`src/hdl/wb_pkg.sv`:
```
package wb_pkg;

   ////////////////////////////////////////
   // 16-bit wishbone, single master

   localparam int wb_dw = 16;       // data
   localparam int wb_aw = 11;       // byte address
   localparam int wb_sw = 2;        // byte selects
   localparam int wb_decode_w = 4;  // top address bits that pick the slave

   // master to slave
   typedef struct packed
   {
      logic [wb_aw-1:0] adr;
      logic [wb_dw-1:0] dat;
      logic [wb_sw-1:0] sel;
      logic             we;
      logic             cyc;
      logic             stb;
   } wb_req_t;

   // slave to master
   typedef struct packed
   {
      logic [wb_dw-1:0] dat;
      logic             ack;
   } wb_rsp_t;

endpackage

```
`src/hdl/regmap_pkg.sv`:
```
package regmap_pkg;

   ////////////////////////////////////////
   // slave map, adr[10:7]

   localparam logic [wb_pkg::wb_decode_w-1:0] slv_misc = 4'd0;
   localparam logic [wb_pkg::wb_decode_w-1:0] slv_readback = 4'd7;
   localparam logic [wb_pkg::wb_decode_w-1:0] slv_settings = 4'd8;
   localparam logic [wb_pkg::wb_decode_w-1:0] slv_mask_one = 4'hF;
   localparam logic [wb_pkg::wb_decode_w-1:0] slv_mask_settings = 4'hE; // 8 and 9

   ////////////////////////////////////////
   // slave 0 byte offsets

   localparam logic [6:0] reg_leds = 7'd0;       // out
   localparam logic [6:0] reg_cgen_ctrl = 7'd4;  // out
   localparam logic [6:0] reg_cgen_st = 7'd6;    // in
   localparam logic [6:0] reg_test = 7'd8;       // out
   localparam logic [6:0] reg_compat = 7'd16;    // in

   localparam logic [7:0] compat_num = 8'd3;
   localparam logic [1:0] cgen_ctrl_reset = 2'b11;  // sync_b and ref_sel high
   localparam logic [15:0] unmapped_read = 16'hBEEF;

   ////////////////////////////////////////
   // settings bus

   localparam int set_rw = 6;  // 64 settings of 32 bits

   localparam logic [set_rw-1:0] sr_time64 = 6'd40;      // hi word, lo word at +1
   localparam logic [set_rw-1:0] sr_reg_test32 = 6'd52;

   typedef struct packed
   {
      logic              stb;   // one cycle per setting write
      logic [set_rw-1:0] addr;
      logic [31:0]       data;
   } set_bus_t;

endpackage

```
`src/hdl/wb_slave_decode.sv`:
```
`timescale 1ns/10ps

module wb_slave_decode
  (
   input  logic             wb_clk,
   input  logic             wb_rst,
   input  wb_pkg::wb_req_t  m_req_i,
   output wb_pkg::wb_rsp_t  m_rsp_o,
   output wb_pkg::wb_req_t  misc_req_o,
   output wb_pkg::wb_req_t  rb_req_o,
   output wb_pkg::wb_req_t  set_req_o,
   input  wb_pkg::wb_rsp_t  misc_rsp_i,
   input  wb_pkg::wb_rsp_t  rb_rsp_i,
   input  wb_pkg::wb_rsp_t  set_rsp_i
  );
   import wb_pkg::*;
   import regmap_pkg::*;

   typedef struct packed
   {
      logic misc;
      logic rb;
      logic set;
   } slv_sel_t;

   logic [wb_decode_w-1:0] dec;
   slv_sel_t sel_now;   // from the current address
   slv_sel_t sel_q;     // held for the rest of the access
   slv_sel_t sel;
   logic     lock_q;

   function automatic logic slave_hit(input logic [wb_decode_w-1:0] a,
                                      input logic [wb_decode_w-1:0] base,
                                      input logic [wb_decode_w-1:0] mask);
      slave_hit = ((a ^ base) & mask) == '0;
   endfunction

   function automatic wb_req_t gate_req(input wb_req_t r, input logic en);
      wb_req_t g;
      g = r;
      g.cyc = r.cyc & en;
      g.stb = r.stb & en;
      return g;
   endfunction

   ////////////////////////////////////////
   // decode

   assign dec = m_req_i.adr[wb_aw-1 -: wb_decode_w];

   always_comb
   begin
      sel_now.misc = slave_hit(dec, slv_misc, slv_mask_one);
      sel_now.rb = slave_hit(dec, slv_readback, slv_mask_one);
      sel_now.set = slave_hit(dec, slv_settings, slv_mask_settings);
   end

   // route is frozen once an access has started and not yet acked
   always_ff @(posedge wb_clk)
   begin
      if (wb_rst)
      begin
         lock_q <= 1'b0;
         sel_q <= '0;
      end
      else
      begin
         lock_q <= m_req_i.cyc & m_req_i.stb & ~m_rsp_o.ack;
         if (!lock_q)
            sel_q <= sel_now;
      end
   end

   assign sel = lock_q ? sel_q : sel_now;

   assign misc_req_o = gate_req(m_req_i, sel.misc);
   assign rb_req_o = gate_req(m_req_i, sel.rb);
   assign set_req_o = gate_req(m_req_i, sel.set);

   ////////////////////////////////////////
   // result path

   always_comb
   begin
      m_rsp_o = '0;   // unmapped, never acks
      if (sel.misc)
         m_rsp_o = misc_rsp_i;
      else if (sel.rb)
         m_rsp_o = rb_rsp_i;
      else if (sel.set)
         m_rsp_o = set_rsp_i;
   end

endmodule

```
`src/hdl/misc_regs.sv`:
```
`timescale 1ns/10ps

module misc_regs
  (
   input  logic             wb_clk,
   input  logic             wb_rst,
   input  wb_pkg::wb_req_t  req_i,
   output wb_pkg::wb_rsp_t  rsp_o,
   input  logic [2:0]       cgen_st_i,
   output logic [1:0]       cgen_ctrl_o,
   output logic [1:0]       debug_led_o
  );
   import wb_pkg::*;
   import regmap_pkg::*;

   logic [wb_dw-1:0] reg_leds_q;
   logic [wb_dw-1:0] reg_cgen_ctrl_q;
   logic [wb_dw-1:0] reg_test_q;
   logic             access;
   logic [6:0]       offset;

   assign access = req_i.cyc & req_i.stb;
   assign offset = req_i.adr[6:0];

   ////////////////////////////////////////
   // writes take effect on the ack cycle

   always_ff @(posedge wb_clk)
   begin
      if (wb_rst)
      begin
         reg_leds_q <= '0;
         reg_cgen_ctrl_q <= {14'd0, cgen_ctrl_reset};
         reg_test_q <= '0;
      end
      else if (access & req_i.we)
      begin
         case (offset)
            reg_leds      : reg_leds_q <= req_i.dat;
            reg_cgen_ctrl : reg_cgen_ctrl_q <= req_i.dat;
            reg_test      : reg_test_q <= req_i.dat;
            default       : ;   // read-only or unused
         endcase
      end
   end

   ////////////////////////////////////////
   // reads

   always_comb
   begin
      rsp_o.ack = access;   // zero wait states
      case (offset)
         reg_leds      : rsp_o.dat = reg_leds_q;
         reg_cgen_ctrl : rsp_o.dat = reg_cgen_ctrl_q;
         reg_cgen_st   : rsp_o.dat = {13'd0, cgen_st_i};
         reg_test      : rsp_o.dat = reg_test_q;
         reg_compat    : rsp_o.dat = {8'd0, compat_num};
         default       : rsp_o.dat = unmapped_read;
      endcase
   end

   assign cgen_ctrl_o = reg_cgen_ctrl_q[1:0];   // {sync_b, ref_sel}
   assign debug_led_o = ~reg_leds_q[1:0];       // leds are active low

endmodule

```
`src/hdl/settings_bus_16le.sv`:
```
`timescale 1ns/10ps

module settings_bus_16le
  (
   input  logic                 wb_clk,
   input  logic                 wb_rst,
   input  wb_pkg::wb_req_t      req_i,
   output wb_pkg::wb_rsp_t      rsp_o,
   output regmap_pkg::set_bus_t set_bus_o
  );
   import wb_pkg::*;
   import regmap_pkg::*;

   logic                 wr;
   logic [wb_dw-1:0]     data_lo_q;   // low half waits here for the high half
   logic                 stb_q;
   logic [set_rw-1:0]    addr_q;
   logic [2*wb_dw-1:0]   data_q;

   assign wr = req_i.cyc & req_i.stb & req_i.we;

   // write-only slave
   assign rsp_o.ack = req_i.cyc & req_i.stb;
   assign rsp_o.dat = '0;

   ////////////////////////////////////////
   // half-word assembly

   always_ff @(posedge wb_clk)
   begin
      if (wr & ~req_i.adr[1])
         data_lo_q <= req_i.dat;
   end

   always_ff @(posedge wb_clk)
   begin
      if (wr & req_i.adr[1])
      begin
         addr_q <= req_i.adr[set_rw+1:2];
         data_q <= {req_i.dat, data_lo_q};
      end
   end

   // high-half write fires the strobe
   always_ff @(posedge wb_clk)
   begin
      if (wb_rst)
         stb_q <= 1'b0;
      else
         stb_q <= wr & req_i.adr[1];
   end

   assign set_bus_o.stb = stb_q;
   assign set_bus_o.addr = addr_q;
   assign set_bus_o.data = data_q;

endmodule

```
`src/hdl/vita_time_64.sv`:
```
`timescale 1ns/10ps

module vita_time_64
  (
   input  logic                 wb_clk,
   input  logic                 wb_rst,
   input  regmap_pkg::set_bus_t set_bus_i,
   input  logic                 pps_i,
   output logic [63:0]          vita_time_o,
   output logic [63:0]          vita_time_pps_o
  );
   import regmap_pkg::*;

   logic [31:0] hi_pending_q;
   logic [63:0] time_q;
   logic [63:0] pps_time_q;
   logic [1:0]  pps_sync_q;    // async input
   logic        pps_last_q;
   logic        pps_edge;
   logic        set_hi;
   logic        set_lo;

   assign set_hi = set_bus_i.stb & (set_bus_i.addr == sr_time64);
   assign set_lo = set_bus_i.stb & (set_bus_i.addr == sr_time64 + 1'b1);

   ////////////////////////////////////////
   // counter and two-step load

   always_ff @(posedge wb_clk)
   begin
      if (set_hi)
         hi_pending_q <= set_bus_i.data;
   end

   always_ff @(posedge wb_clk)
   begin
      if (wb_rst)
         time_q <= '0;
      else if (set_lo)
         time_q <= {hi_pending_q, set_bus_i.data};   // low word commits
      else
         time_q <= time_q + 64'd1;
   end

   ////////////////////////////////////////
   // pps capture

   always_ff @(posedge wb_clk)
   begin
      if (wb_rst)
      begin
         pps_sync_q <= '0;
         pps_last_q <= 1'b0;
         pps_time_q <= '0;
      end
      else
      begin
         pps_sync_q <= {pps_sync_q[0], pps_i};
         pps_last_q <= pps_sync_q[1];
         if (pps_edge)
            pps_time_q <= time_q;
      end
   end

   assign pps_edge = pps_sync_q[1] & ~pps_last_q;   // rising only

   assign vita_time_o = time_q;
   assign vita_time_pps_o = pps_time_q;

endmodule

```
`src/hdl/readback_mux_32.sv`:
```
`timescale 1ns/10ps

module readback_mux_32
  (
   input  logic                 wb_clk,
   input  logic                 wb_rst,
   input  wb_pkg::wb_req_t      req_i,
   output wb_pkg::wb_rsp_t      rsp_o,
   input  regmap_pkg::set_bus_t set_bus_i,
   input  logic [63:0]          vita_time_i,
   input  logic [63:0]          vita_time_pps_i
  );
   import wb_pkg::*;
   import regmap_pkg::*;

   logic [31:0]      test32_q;
   logic [31:0]      word;
   logic [wb_dw-1:0] dat_q;
   logic             ack_q;

   // test register, written through the settings bus
   always_ff @(posedge wb_clk)
   begin
      if (wb_rst)
         test32_q <= '0;
      else if (set_bus_i.stb & (set_bus_i.addr == sr_reg_test32))
         test32_q <= set_bus_i.data;
   end

   ////////////////////////////////////////
   // word select, adr[5:2]

   always_comb
   begin
      case (req_i.adr[5:2])
         4'd0    : word = vita_time_i[63:32];
         4'd1    : word = vita_time_i[31:0];
         4'd2    : word = vita_time_pps_i[63:32];
         4'd3    : word = vita_time_pps_i[31:0];
         4'd4    : word = test32_q;
         default : word = '0;
      endcase
   end

   // one ack pulse per access, data sampled with it
   always_ff @(posedge wb_clk)
   begin
      if (wb_rst)
         ack_q <= 1'b0;
      else
         ack_q <= req_i.cyc & req_i.stb & ~ack_q;
   end

   always_ff @(posedge wb_clk)
   begin
      dat_q <= req_i.adr[1] ? word[31:16] : word[15:0];   // high half on adr[1]
   end

   assign rsp_o.dat = dat_q;
   assign rsp_o.ack = ack_q;

endmodule

```
`src/hdl/u1e_core.sv`:
```
`timescale 1ns/10ps

module u1e_core
  (
   input  logic                 wb_clk,
   input  logic                 wb_rst,
   input  wb_pkg::wb_req_t      m_req_i,
   output wb_pkg::wb_rsp_t      m_rsp_o,
   input  logic [2:0]           cgen_st_i,
   output logic [1:0]           cgen_ctrl_o,
   output logic [1:0]           debug_led_o,
   input  logic                 pps_i
  );

   wb_pkg::wb_req_t      misc_req, rb_req, set_req;
   wb_pkg::wb_rsp_t      misc_rsp, rb_rsp, set_rsp;
   regmap_pkg::set_bus_t set_bus;
   logic [63:0]          vita_time, vita_time_pps;

   ////////////////////////////////////////
   // decode

   wb_slave_decode u_decode
     (.wb_clk(wb_clk), .wb_rst(wb_rst),
      .m_req_i(m_req_i), .m_rsp_o(m_rsp_o),
      .misc_req_o(misc_req), .rb_req_o(rb_req), .set_req_o(set_req),
      .misc_rsp_i(misc_rsp), .rb_rsp_i(rb_rsp), .set_rsp_i(set_rsp));

   ////////////////////////////////////////
   // execute

   misc_regs u_misc_regs   // slave 0
     (.wb_clk(wb_clk), .wb_rst(wb_rst),
      .req_i(misc_req), .rsp_o(misc_rsp),
      .cgen_st_i(cgen_st_i), .cgen_ctrl_o(cgen_ctrl_o), .debug_led_o(debug_led_o));

   settings_bus_16le u_settings   // slaves 8 and 9
     (.wb_clk(wb_clk), .wb_rst(wb_rst),
      .req_i(set_req), .rsp_o(set_rsp), .set_bus_o(set_bus));

   vita_time_64 u_vita_time
     (.wb_clk(wb_clk), .wb_rst(wb_rst), .set_bus_i(set_bus), .pps_i(pps_i),
      .vita_time_o(vita_time), .vita_time_pps_o(vita_time_pps));

   ////////////////////////////////////////
   // result

   readback_mux_32 u_readback   // slave 7
     (.wb_clk(wb_clk), .wb_rst(wb_rst),
      .req_i(rb_req), .rsp_o(rb_rsp), .set_bus_i(set_bus),
      .vita_time_i(vita_time), .vita_time_pps_i(vita_time_pps));

endmodule

```
`config.mk`:
```
export PLATFORM = sky130hd
export DESIGN_NAME = u1e_core
export DESIGN_NICKNAME = d
export VERILOG_FILES = /design/src/hdl/wb_pkg.sv /design/src/hdl/regmap_pkg.sv /design/src/hdl/wb_slave_decode.sv /design/src/hdl/misc_regs.sv /design/src/hdl/settings_bus_16le.sv /design/src/hdl/vita_time_64.sv /design/src/hdl/readback_mux_32.sv /design/src/hdl/u1e_core.sv
export SDC_FILE = /design/constraint.sdc
export NUM_CORES = 1
export LEC_CHECK = 0
export ABC_AREA = 1
export BUFFER_PORTS_ARGS = -buffer_cell sky130_fd_sc_hd__buf_2
export CAP_MARGIN = 5
export CORE_MARGIN = 2
export CORE_UTILIZATION = 25
export CTS_CLUSTER_DIAMETER = 50
export DETAILED_ROUTE_END_ITERATION = 16
export MAX_ROUTING_LAYER = met4
export PLACE_DENSITY_LB_ADDON = 0.12
export REMOVE_ABC_BUFFERS = 1
export SLEW_MARGIN = 0
export SYNTH_ARGS = -nofsm -noshare
export SYNTH_HDL_FRONTEND = slang
export SYNTH_SLANG_ARGS = --single-unit
```
`constraint.sdc`:
```
create_clock -name wb_clk -period 8.3 [get_ports wb_clk]
set_input_delay 0.83 -clock wb_clk [delete_from_list [all_inputs] [get_ports wb_clk]]
set_output_delay 0.83 -clock wb_clk [all_outputs]
set_load 0.01 [all_outputs]
```
==> impl_metrics.tcl, run 1 <==
set metrics [dict create \
    syn_to_final_growth_pct 18.0 \
    track_usage_pct 18.5 \
    clkSinkCount 319 \
    grt_busiest_layer "met2" \
    clk_path_buf_depth 3 \
    leakage_nw 6.95 \
    layout-drive-gt1-share_pct 8.75 \
    cts-root-buf "clkbuf_16" \
    met1_usage_pct 24.0 \
    power_frac_seq_pct 42.7 \
    grt_overflow_total 0 \
    place_area_mm2 0.0157 \
    fin_crit_sh_pct 45.8 \
    ys_seq_elements 319 \
    grt_pass1_wl_um 81100 \
    nets 2060 \
    drc 0 \
    clk_latency_ps 590 \
    drv_cap 0 \
    r2r_start "u_decode.lock_q" \
    cts_tree "done" \
    p_per_area_mw_per_mm2 221 \
    postRouteAntennaNets 0 \
    worstPathArrival_ps 2970 \
    nFillCells 6266 \
    start_kind "primary input" \
    finalWorstPathRequiredPeriod_ps 3800 \
    run_status "finished clean" \
    cts_htree_levels 2 \
    grt_max_degree 91 \
    synthDistinctLibCells 39 \
    initial_core_util_pct 25.3 \
    synth_edf_count 86 \
    grt_setup_unrepaired "no" \
    rrSetupSlack_ps 5770 \
    fp.dieH_um 246 \
    critPathKind "in -> out" \
    finalClockSkew_ps 28.9 \
    numCtsBuffers 46 \
    relSlewSlack_pct 31.9 \
    p_comb_share_pct 3.2 \
    viasPerCell 4.64 \
    die-width_um 246 \
    gr-usage-met2_pct 29.9 \
    hp-class "reg -> reg" \
    p_switching_mw 0.857 \
    wl_um 54400 \
    drt_first_pass_iters 5 \
    netlist_instances 1988 \
    internal-power_mw 2.95 \
    critPathRequiredTime_ps 7470 \
    avgSynthCellArea_um2 7.36 \
    hold_viol 0 \
    setup_violations 0 \
    fp.dieArea_mm2 0.0605 \
    yosysWarningCount 0 \
    grt_pass1_vias 12700 \
    synth_area_mm2 0.0146 \
    ioPinCount 59 \
    first_iter_violations 919 \
    clockPowerShare_pct 54.1 \
    fin_setup_tns_ps 0 \
    gp_congestion 0.922 \
    path_clk_slew_ps 60 \
    ir_drop_mv 0.143 \
    slew_viol_final 0 \
    rows 88 \
    seq_area_frac_synth_pct 49.5 \
    cts_hold_buf 0 \
    antenna_found_initial 0 \
    io_buffer_count 56 \
    cp-end-kind "primary output" \
    routedWlPerCell_um 19.3 \
    use_met3_pct 2.82 \
    postCtsSetupRepairBufs 0 \
    tightestPinTransition_ps 1010 \
    p_sw_share_pct 22.5 \
    crit_fanout 18 \
    cp-startpoint "m_req_i[22]" \
    synth_flop_cell "dfxtp_1" \
    fmax_mhz 263 \
    via_count 13100 \
    final_cell_area_mm2 0.0173 \
    ys_async_sr_fraction_pct 0 \
    hp-start "u_vita_time.pps_sync_q[0]" \
    dp_hpwl_um 37000 \
    cts-resized-gates 0 \
    core_area_mm2 0.0578 \
]
-- state kept, by name, summed over array words and instances, names as in the netlist --
name                         cells
u_settings.addr_q                6
u_readback.dat_q                16
u_readback.test32_q             32
u_vita_time.pps_last_q           1
u_vita_time.hi_pending_q        32
u_settings.data_lo_q            16
u_misc_regs.reg_test_q          16
u_readback.ack_q                 1
u_decode.sel_q                   3
u_vita_time.pps_sync_q           2
u_decode.lock_q                  1
u_settings.stb_q                 1
u_vita_time.vita_time_o         64
u_misc_regs.reg_cgen_ctrl_q     16
u_vita_time.vita_time_pps_o     64
u_misc_regs.reg_leds_q          16
u_settings.data_q               32
-- layout by cell type (no fill, tap or decap), types with 13 or more instances in the layout --
cell type	n
xor2_1	16
nand4_1	29
a21oi_1	124
o21bai_1	24
buf_2	56
o21ai_0	227
nor3_1	17
inv_1	198
dfxtp_1	233
buf_4	19
nor2_1	286
clkbuf_16	48
o211ai_1	13
edfxtp_1	86
nand2_1	504
nand3_1	87
-- layout make-up --
cell class / count / area, um^2 / area share [%]
Antenna cell: 1 / 2.50 / 0.0145
Clock inverter: 26 / 328 / 1.90
Timing Repair Buffer: 75 / 423 / 2.45
Sequential cell: 319 / 7250 / 42.0
Inverter: 206 / 777 / 4.50
Clock buffer: 57 / 1270 / 7.38
Tap cell: 765 / 957 / 5.54
Multi-Input combinational cell: 1373 / 6260 / 36.2
-- metrics by stage --
stage               hold slack (ps)  utilization (%)  power, mW  worst slack (ps)  std cells
floorplan                       388                -       1.72              3690       1898
global placement                396             27.1       1.78              4480       2738
detailed placement              405             27.1       1.78              4490       2738
CTS                             412             29.9       3.86              4490       2821
global route                    421             29.9       3.93              4310       2821
finish                          410             29.9       3.81              4500       2822
-- routing by layer --
| layer | wire, um | vias up |
|---|---|---|
| met1 | 25600 | 6216 |
| li1 | - | 6510 |
| met3 | 2210 | 85 |
| met5 | 0 | - |
| met4 | 1350 | 0 |
| met2 | 25200 | 281 |
-- critical path, cell delays in order --
cell	delay, ps
buf_2	80
buf_4	360
nand3_1	200
nor2_1	340
inv_1	70
nand3_1	90
nand2_1	70
inv_1	460
nand2_1	140
nand2_1	130
inv_1	50
buf_2	130
-- worst paths after layout --
check | depth (start not counted) | end
min | 2 | u_vita_time.pps_sync_q[1]
max | 12 | m_rsp_o[7]
max reg2reg | 7 | u_settings.data_q[11]
min reg2reg | 2 | u_vita_time.pps_sync_q[1]
-- Yosys cell counts (2+ instances only) --
library cell | n | area [um^2]
nand2_1 | 505 | 1900
nor3b_1 | 2 | 15.0
buf_4 | 4 | 30.0
o21bai_1 | 24 | 180
clkbuf_1 | 70 | 263
edfxtp_1 | 86 | 2580
xor2_1 | 16 | 140
nand3_1 | 87 | 435
buf_2 | 11 | 55.1
or2_2 | 2 | 12.5
nor2_1 | 289 | 1080
nand4_1 | 29 | 181
nand2_2 | 2 | 12.5
o21ai_0 | 227 | 1140
inv_1 | 202 | 758
clkinv_1 | 2 | 7.51
dfxtp_1 | 233 | 4660
nor3_1 | 17 | 85.1
o211ai_1 | 13 | 97.6
o221ai_1 | 5 | 43.8
nor2_2 | 6 | 37.5
a21oi_1 | 124 | 621
nor2_4 | 4 | 45.0
a22o_1 | 10 | 87.6
buf_1 | 4 | 15.0
-- cells by family (layout without fill, tap and decap cells) --
| kind of cell | count (synthesis) | after routing | synth area share [%] |
|---|---|---|---|
| simple gates | 949 | 949 | 26.5 |
| compound gates | 406 | 406 | 15.0 |
| flops | 319 | 319 | 49.5 |
| buf+inv | 296 | 364 | 7.85 |
| xor+xnor | 17 | 17 | 1.02 |
| fa+ha+maj | 1 | 1 | 0.0855 |
| other cells | 0 | 1 | 0 |
-- power groups by stage --
stage | combinational, mW | clock, mW | sequential (mW)
after floorplan | 0.0616 | 0 | 1.65
after global placement | 0.124 | 0 | 1.66
after detailed placement | 0.125 | 0 | 1.66
after CTS | 0.125 | 2.11 | 1.62
after global routing | 0.137 | 2.17 | 1.63
final | 0.123 | 2.06 | 1.63
No activity file was read; power rests on OpenSTA's default activity.
==> inputs of run 2 (changes only) <==
Clock period 8.3 ns to 3.2 ns, I/O delays scaled along.
==> impl_metrics.tcl, run 2 (synthesized netlist as in run 1, its figures left out) <==
set metrics [dict create \
    grt_pass1_wl_um 81500 \
    setup_violations 0 \
    rrSetupSlack_ps 880 \
    gp_congestion 0.917 \
    initial_core_util_pct 25.3 \
    ir_drop_mv 0.388 \
    dp_hpwl_um 38100 \
    clockPowerShare_pct 53.8 \
    fmax_mhz 333 \
    place_ws_ps 649 \
    crit_chain "dlygate4sd3_1, buf_2, nor2_4, nand2_1, nor2_1, inv_1, nand3_1, nand2_1, inv_1, buf_4, nand2_1, nand2_1, inv_1, buf_2" \
    first_iter_violations 952 \
    core_area_mm2 0.0578 \
    cpMaxStageDelayCell "dlygate4sd3_1" \
    cp.buffers_inverters 7 \
    numCtsBuffers 46 \
    fin_crit_sh_pct 93.8 \
    critPathKind "in -> out" \
    max_stage_delay_ps 540 \
    drv_cap 0 \
    final_common_cell "nand2_1" \
    final_core_util_pct 30.4 \
    worstPathArrival_ps 2680 \
    die-width_um 246 \
    postRouteAntennaNets 0 \
    layout-drive-gt1-share_pct 8.98 \
    crit_fanout 7 \
    relSlewSlack_pct 44.0 \
    run_status "finished clean" \
    rows 88 \
    grt_pass1_vias 12900 \
    gr-usage-met2_pct 30.0 \
    fp.dieH_um 246 \
    antenna_found_initial 0 \
    fin_ws_ps 198 \
    start_kind "primary input" \
    p_per_area_mw_per_mm2 561 \
    finalClockSkew_ps 16.7 \
    critPathRequiredTime_ps 2880 \
    use_met3_pct 2.38 \
    p_switching_mw 2.22 \
    drc 0 \
    hp-class "in -> reg" \
    clkSinkCount 319 \
    p_comb_share_pct 3.4 \
    cts_htree_levels 2 \
    nFillCells 6289 \
    fin_setup_tns_ps 0 \
    multi_input_area_mm2 0.00626 \
    clk_latency_ps 570 \
    slew_viol_final 0 \
    power_frac_seq_pct 42.8 \
    leakage_nw 7.11 \
    met1_usage_pct 24.6 \
    routedWlPerCell_um 19.1 \
    internal-power_mw 7.62 \
    total_power_mw 9.84 \
    viasPerCell 4.61 \
    critical_path.top_delay_family "buffers and inverters" \
    dp_cells 2750 \
    cp-end-kind "primary output" \
    io_buffer_count 56 \
    register_area_mm2 0.00725 \
    syn_to_final_growth_pct 20.0 \
    via_count 13100 \
    tightestPinTransition_ps 832 \
    layout_common_cells "nand2_1, nor2_1, dfxtp_1" \
    wl_um 54400 \
    cts-resized-gates 0 \
    grt_setup_unrepaired "no" \
    p_sw_share_pct 22.5 \
    cts_tree "done" \
    drt_first_pass_iters 9 \
    path_clk_slew_ps 50 \
    grt_busiest_layer "met2" \
    track_usage_pct 18.6 \
    ioPinCount 59 \
    cts-root-buf "clkbuf_16" \
    grt_max_degree 76 \
    layoutNonFillerInstCount 2848 \
    hold_viol 0 \
    critPathMostFrequentCell "nand2_1" \
    postCtsSetupRepairBufs 0 \
    finalWorstPathRequiredPeriod_ps 3000 \
    clk_path_buf_depth 3 \
    nets 2084 \
    fp.dieArea_mm2 0.0605 \
    grt_overflow_total 0 \
]
-- run 2: final cells by class --
class	count	area share (%)
sequential	319	41.3
multi-input combinational	1373	35.7
clock buffer	56	7.07
tap	765	5.45
inverter	206	4.43
timing repair buffer	99	4.11
clock inverter	29	1.97
antenna	1	0.0143
-- run 2: per-stage QoR --
step	instance area [um^2]	hold WS [ps]
after floorplan	14300	388
after global placement	15800	401
after detailed placement	15800	406
after CTS	17500	3.54
after global routing	17500	26.0
final	17500	38.7
-- run 2: what timing repair did --
item | CTS | global route
endpoints found under the setup margin | 0 | 0
hold buffers | 12 | 0
endpoints found under the hold margin | 17 | 0
-- run 2: final timing paths --
check	startpoint	endpoint	depth (start not counted)
max reg2reg	u_decode.lock_q	u_settings.data_q[21]	7
min	m_req_i[13]	u_settings.data_lo_q[8]	1
min reg2reg	u_settings.data_lo_q[14]	u_settings.data_q[14]	0
max	m_req_i[25]	m_rsp_o[7]	14
-- run 2: power groups by stage --
stage / Clock [mW] / Sequential [mW] / Combinational, mW
CTS: 5.45 / 4.21 / 0.339
global placement: 0 / 4.30 / 0.326
detailed placement: 0 / 4.30 / 0.327
global route: 5.61 / 4.22 / 0.373
floorplan: 0 / 4.29 / 0.160
finish: 5.29 / 4.21 / 0.333
-- run 2: worst register-to-register path, cell delays in order, from the launching register on --
cell and delay (ps):
dfxtp_1 470, nor2_1 100, a21oi_1 110, o21ai_0 120, nor2_1 160, nand2_1 190, nor2_4 560, buf_12 270
-- run 2: metal layers --
layer	wire (um)	share of wire (%)	up-vias
met5	0	0	-
met4	1170	2.2	0
met3	2210	4.1	70
met2	25300	46	295
met1	25700	47	6197
li1	-	-	6567
==> inputs of run 3 (changes only) <==
Settings changed: BUFFER_PORTS_ARGS -buffer_cell sky130_fd_sc_hd__buf_2 to default, CORE_UTILIZATION 25 to 31, DONT_BUFFER_PORTS from default to 1.
==> impl_metrics.tcl, run 3 (synthesized netlist as in run 1, its figures left out) <==
set metrics [dict create \
    critPathRequiredTime_ps 2880 \
    start_kind "register" \
    gp_congestion 0.922 \
    finalWorstPathRequiredPeriod_ps 2640 \
    grt_pass1_wl_um 77900 \
    layout_common_cells "nand2_1, nor2_1, dfxtp_1" \
    first_iter_violations 893 \
    layoutNonFillerInstCount 2648 \
    leakage_nw 6.87 \
    critPathKind "reg -> out" \
    core_area_mm2 0.0466 \
    dp_cells 2541 \
    cts-resized-gates 0 \
    io_buffer_count 0 \
    tightestPinTransition_ps 891 \
    cp.buffers_inverters 2 \
    antenna_cells 0 \
    crit_chain "o21ai_4, nand2_1, inv_1, a21oi_1, buf_4" \
    wl_um 51300 \
    routedWlPerCell_um 19.4 \
    clkSinkCount 319 \
    antenna_found_initial 1 \
    drv_cap 0 \
    max_stage_delay_ps 460 \
    cpMaxStageDelayCell "o21ai_4" \
    cts-root-buf "clkbuf_16" \
    postRouteAntennaNets 0 \
    layout-drive-gt1-share_pct 6.57 \
    nets 2047 \
    p_per_area_mw_per_mm2 542 \
    clk_path_buf_depth 3 \
    setup_violations 0 \
    slew_viol_final 0 \
    grt_overflow_total 0 \
    hp-class "in -> reg" \
    relSlewSlack_pct 40.6 \
    drc 0 \
    grt_max_degree 160 \
    postCtsSetupRepairBufs 0 \
    grt_setup_unrepaired "no" \
    run_status "finished clean" \
    hold_viol 0 \
    fp.dieH_um 221 \
    cts_tree "done" \
    rows 79 \
    via_count 13000 \
    final_common_cell "nand2_1" \
    cp-end-kind "primary output" \
    finalClockSkew_ps 24.8 \
    fin_crit_sh_pct 82.4 \
    track_usage_pct 21.6 \
    fin_setup_tns_ps 0 \
    viasPerCell 4.91 \
    drt_first_pass_iters 5 \
    syn_to_final_growth_pct 16.8 \
    ioPinCount 59 \
    die-width_um 221 \
    fmax_mhz 379 \
    cts_htree_levels 2 \
    min_delay_path_depth 2 \
    numCtsBuffers 43 \
    dp_hpwl_um 35600 \
    fp.dieArea_mm2 0.0489 \
    total_power_mw 9.26 \
    crit_fanout 15 \
    path_depth 5 \
    ir_drop_mv 0.384 \
    worstRegToRegCells 7 \
    critical_path.top_delay_family "compound AO/OA/AOI/OAI gates" \
    initial_core_util_pct 31.4 \
    path_clk_slew_ps 60 \
    grt_pass1_vias 12500 \
    clk_latency_ps 580 \
    worstPathArrival_ps 2320 \
]
-- run 3: per-stage QoR --
step           area (um^2)  setup WS, ps  hold slack, ps  utilization (%)
6_report             17100           563            54.9             36.7
5_1_grt              17100           391            28.2             36.7
4_1_cts              17100           479            2.90             36.7
3_5_place_dp         15400           868             396             33.0
3_3_place_gp         15400           916             395             33.0
2_1_floorplan        14300         -1410             388                -
-- run 3: layout make-up --
class	instances	area [um^2]
fill	4882	29500
sequential	319	7250
multi-input combinational	1373	6260
clock buffer	59	1250
inverter	206	777
tap	607	759
timing repair buffer	65	633
clock inverter	19	163
-- run 3: what timing repair did --
action                                 4_1_cts  5_1_grt
setup endpoints to repair                    0        0
hold buffers                                29        0
endpoints found under the hold margin      103        0
-- run 3: final timing paths --
check,slack (ps),start,to
hold / removal,50,m_req_i[22],u_readback.dat_q[14]
hold reg to reg,410,u_settings.data_lo_q[3],u_settings.data_q[3]
setup / recovery,560,u_decode.lock_q,m_rsp_o[12]
setup reg to reg,600,u_decode.lock_q,u_misc_regs.reg_test_q[14]
-- run 3: report_power, final --
part | switching, mW | leakage, nW | internal, mW | total (mW)
Clock | 1.90 | 0.696 | 2.84 | 4.73
Sequential | 0.0293 | 2.66 | 4.18 | 4.21
Combinational | 0.214 | 3.52 | 0.0958 | 0.309
Total | 2.14 | 6.87 | 7.12 | 9.26
-- run 3: per-layer routing --
layer  share of wire, %  up-vias  global-route usage [%]
met4                3.2        0                    8.01
li1                   -     6503                       -
met5                  0        -                       -
met3                4.7       89                    3.25
met1                 46     6119                    28.3
met2                 46      303                    33.9
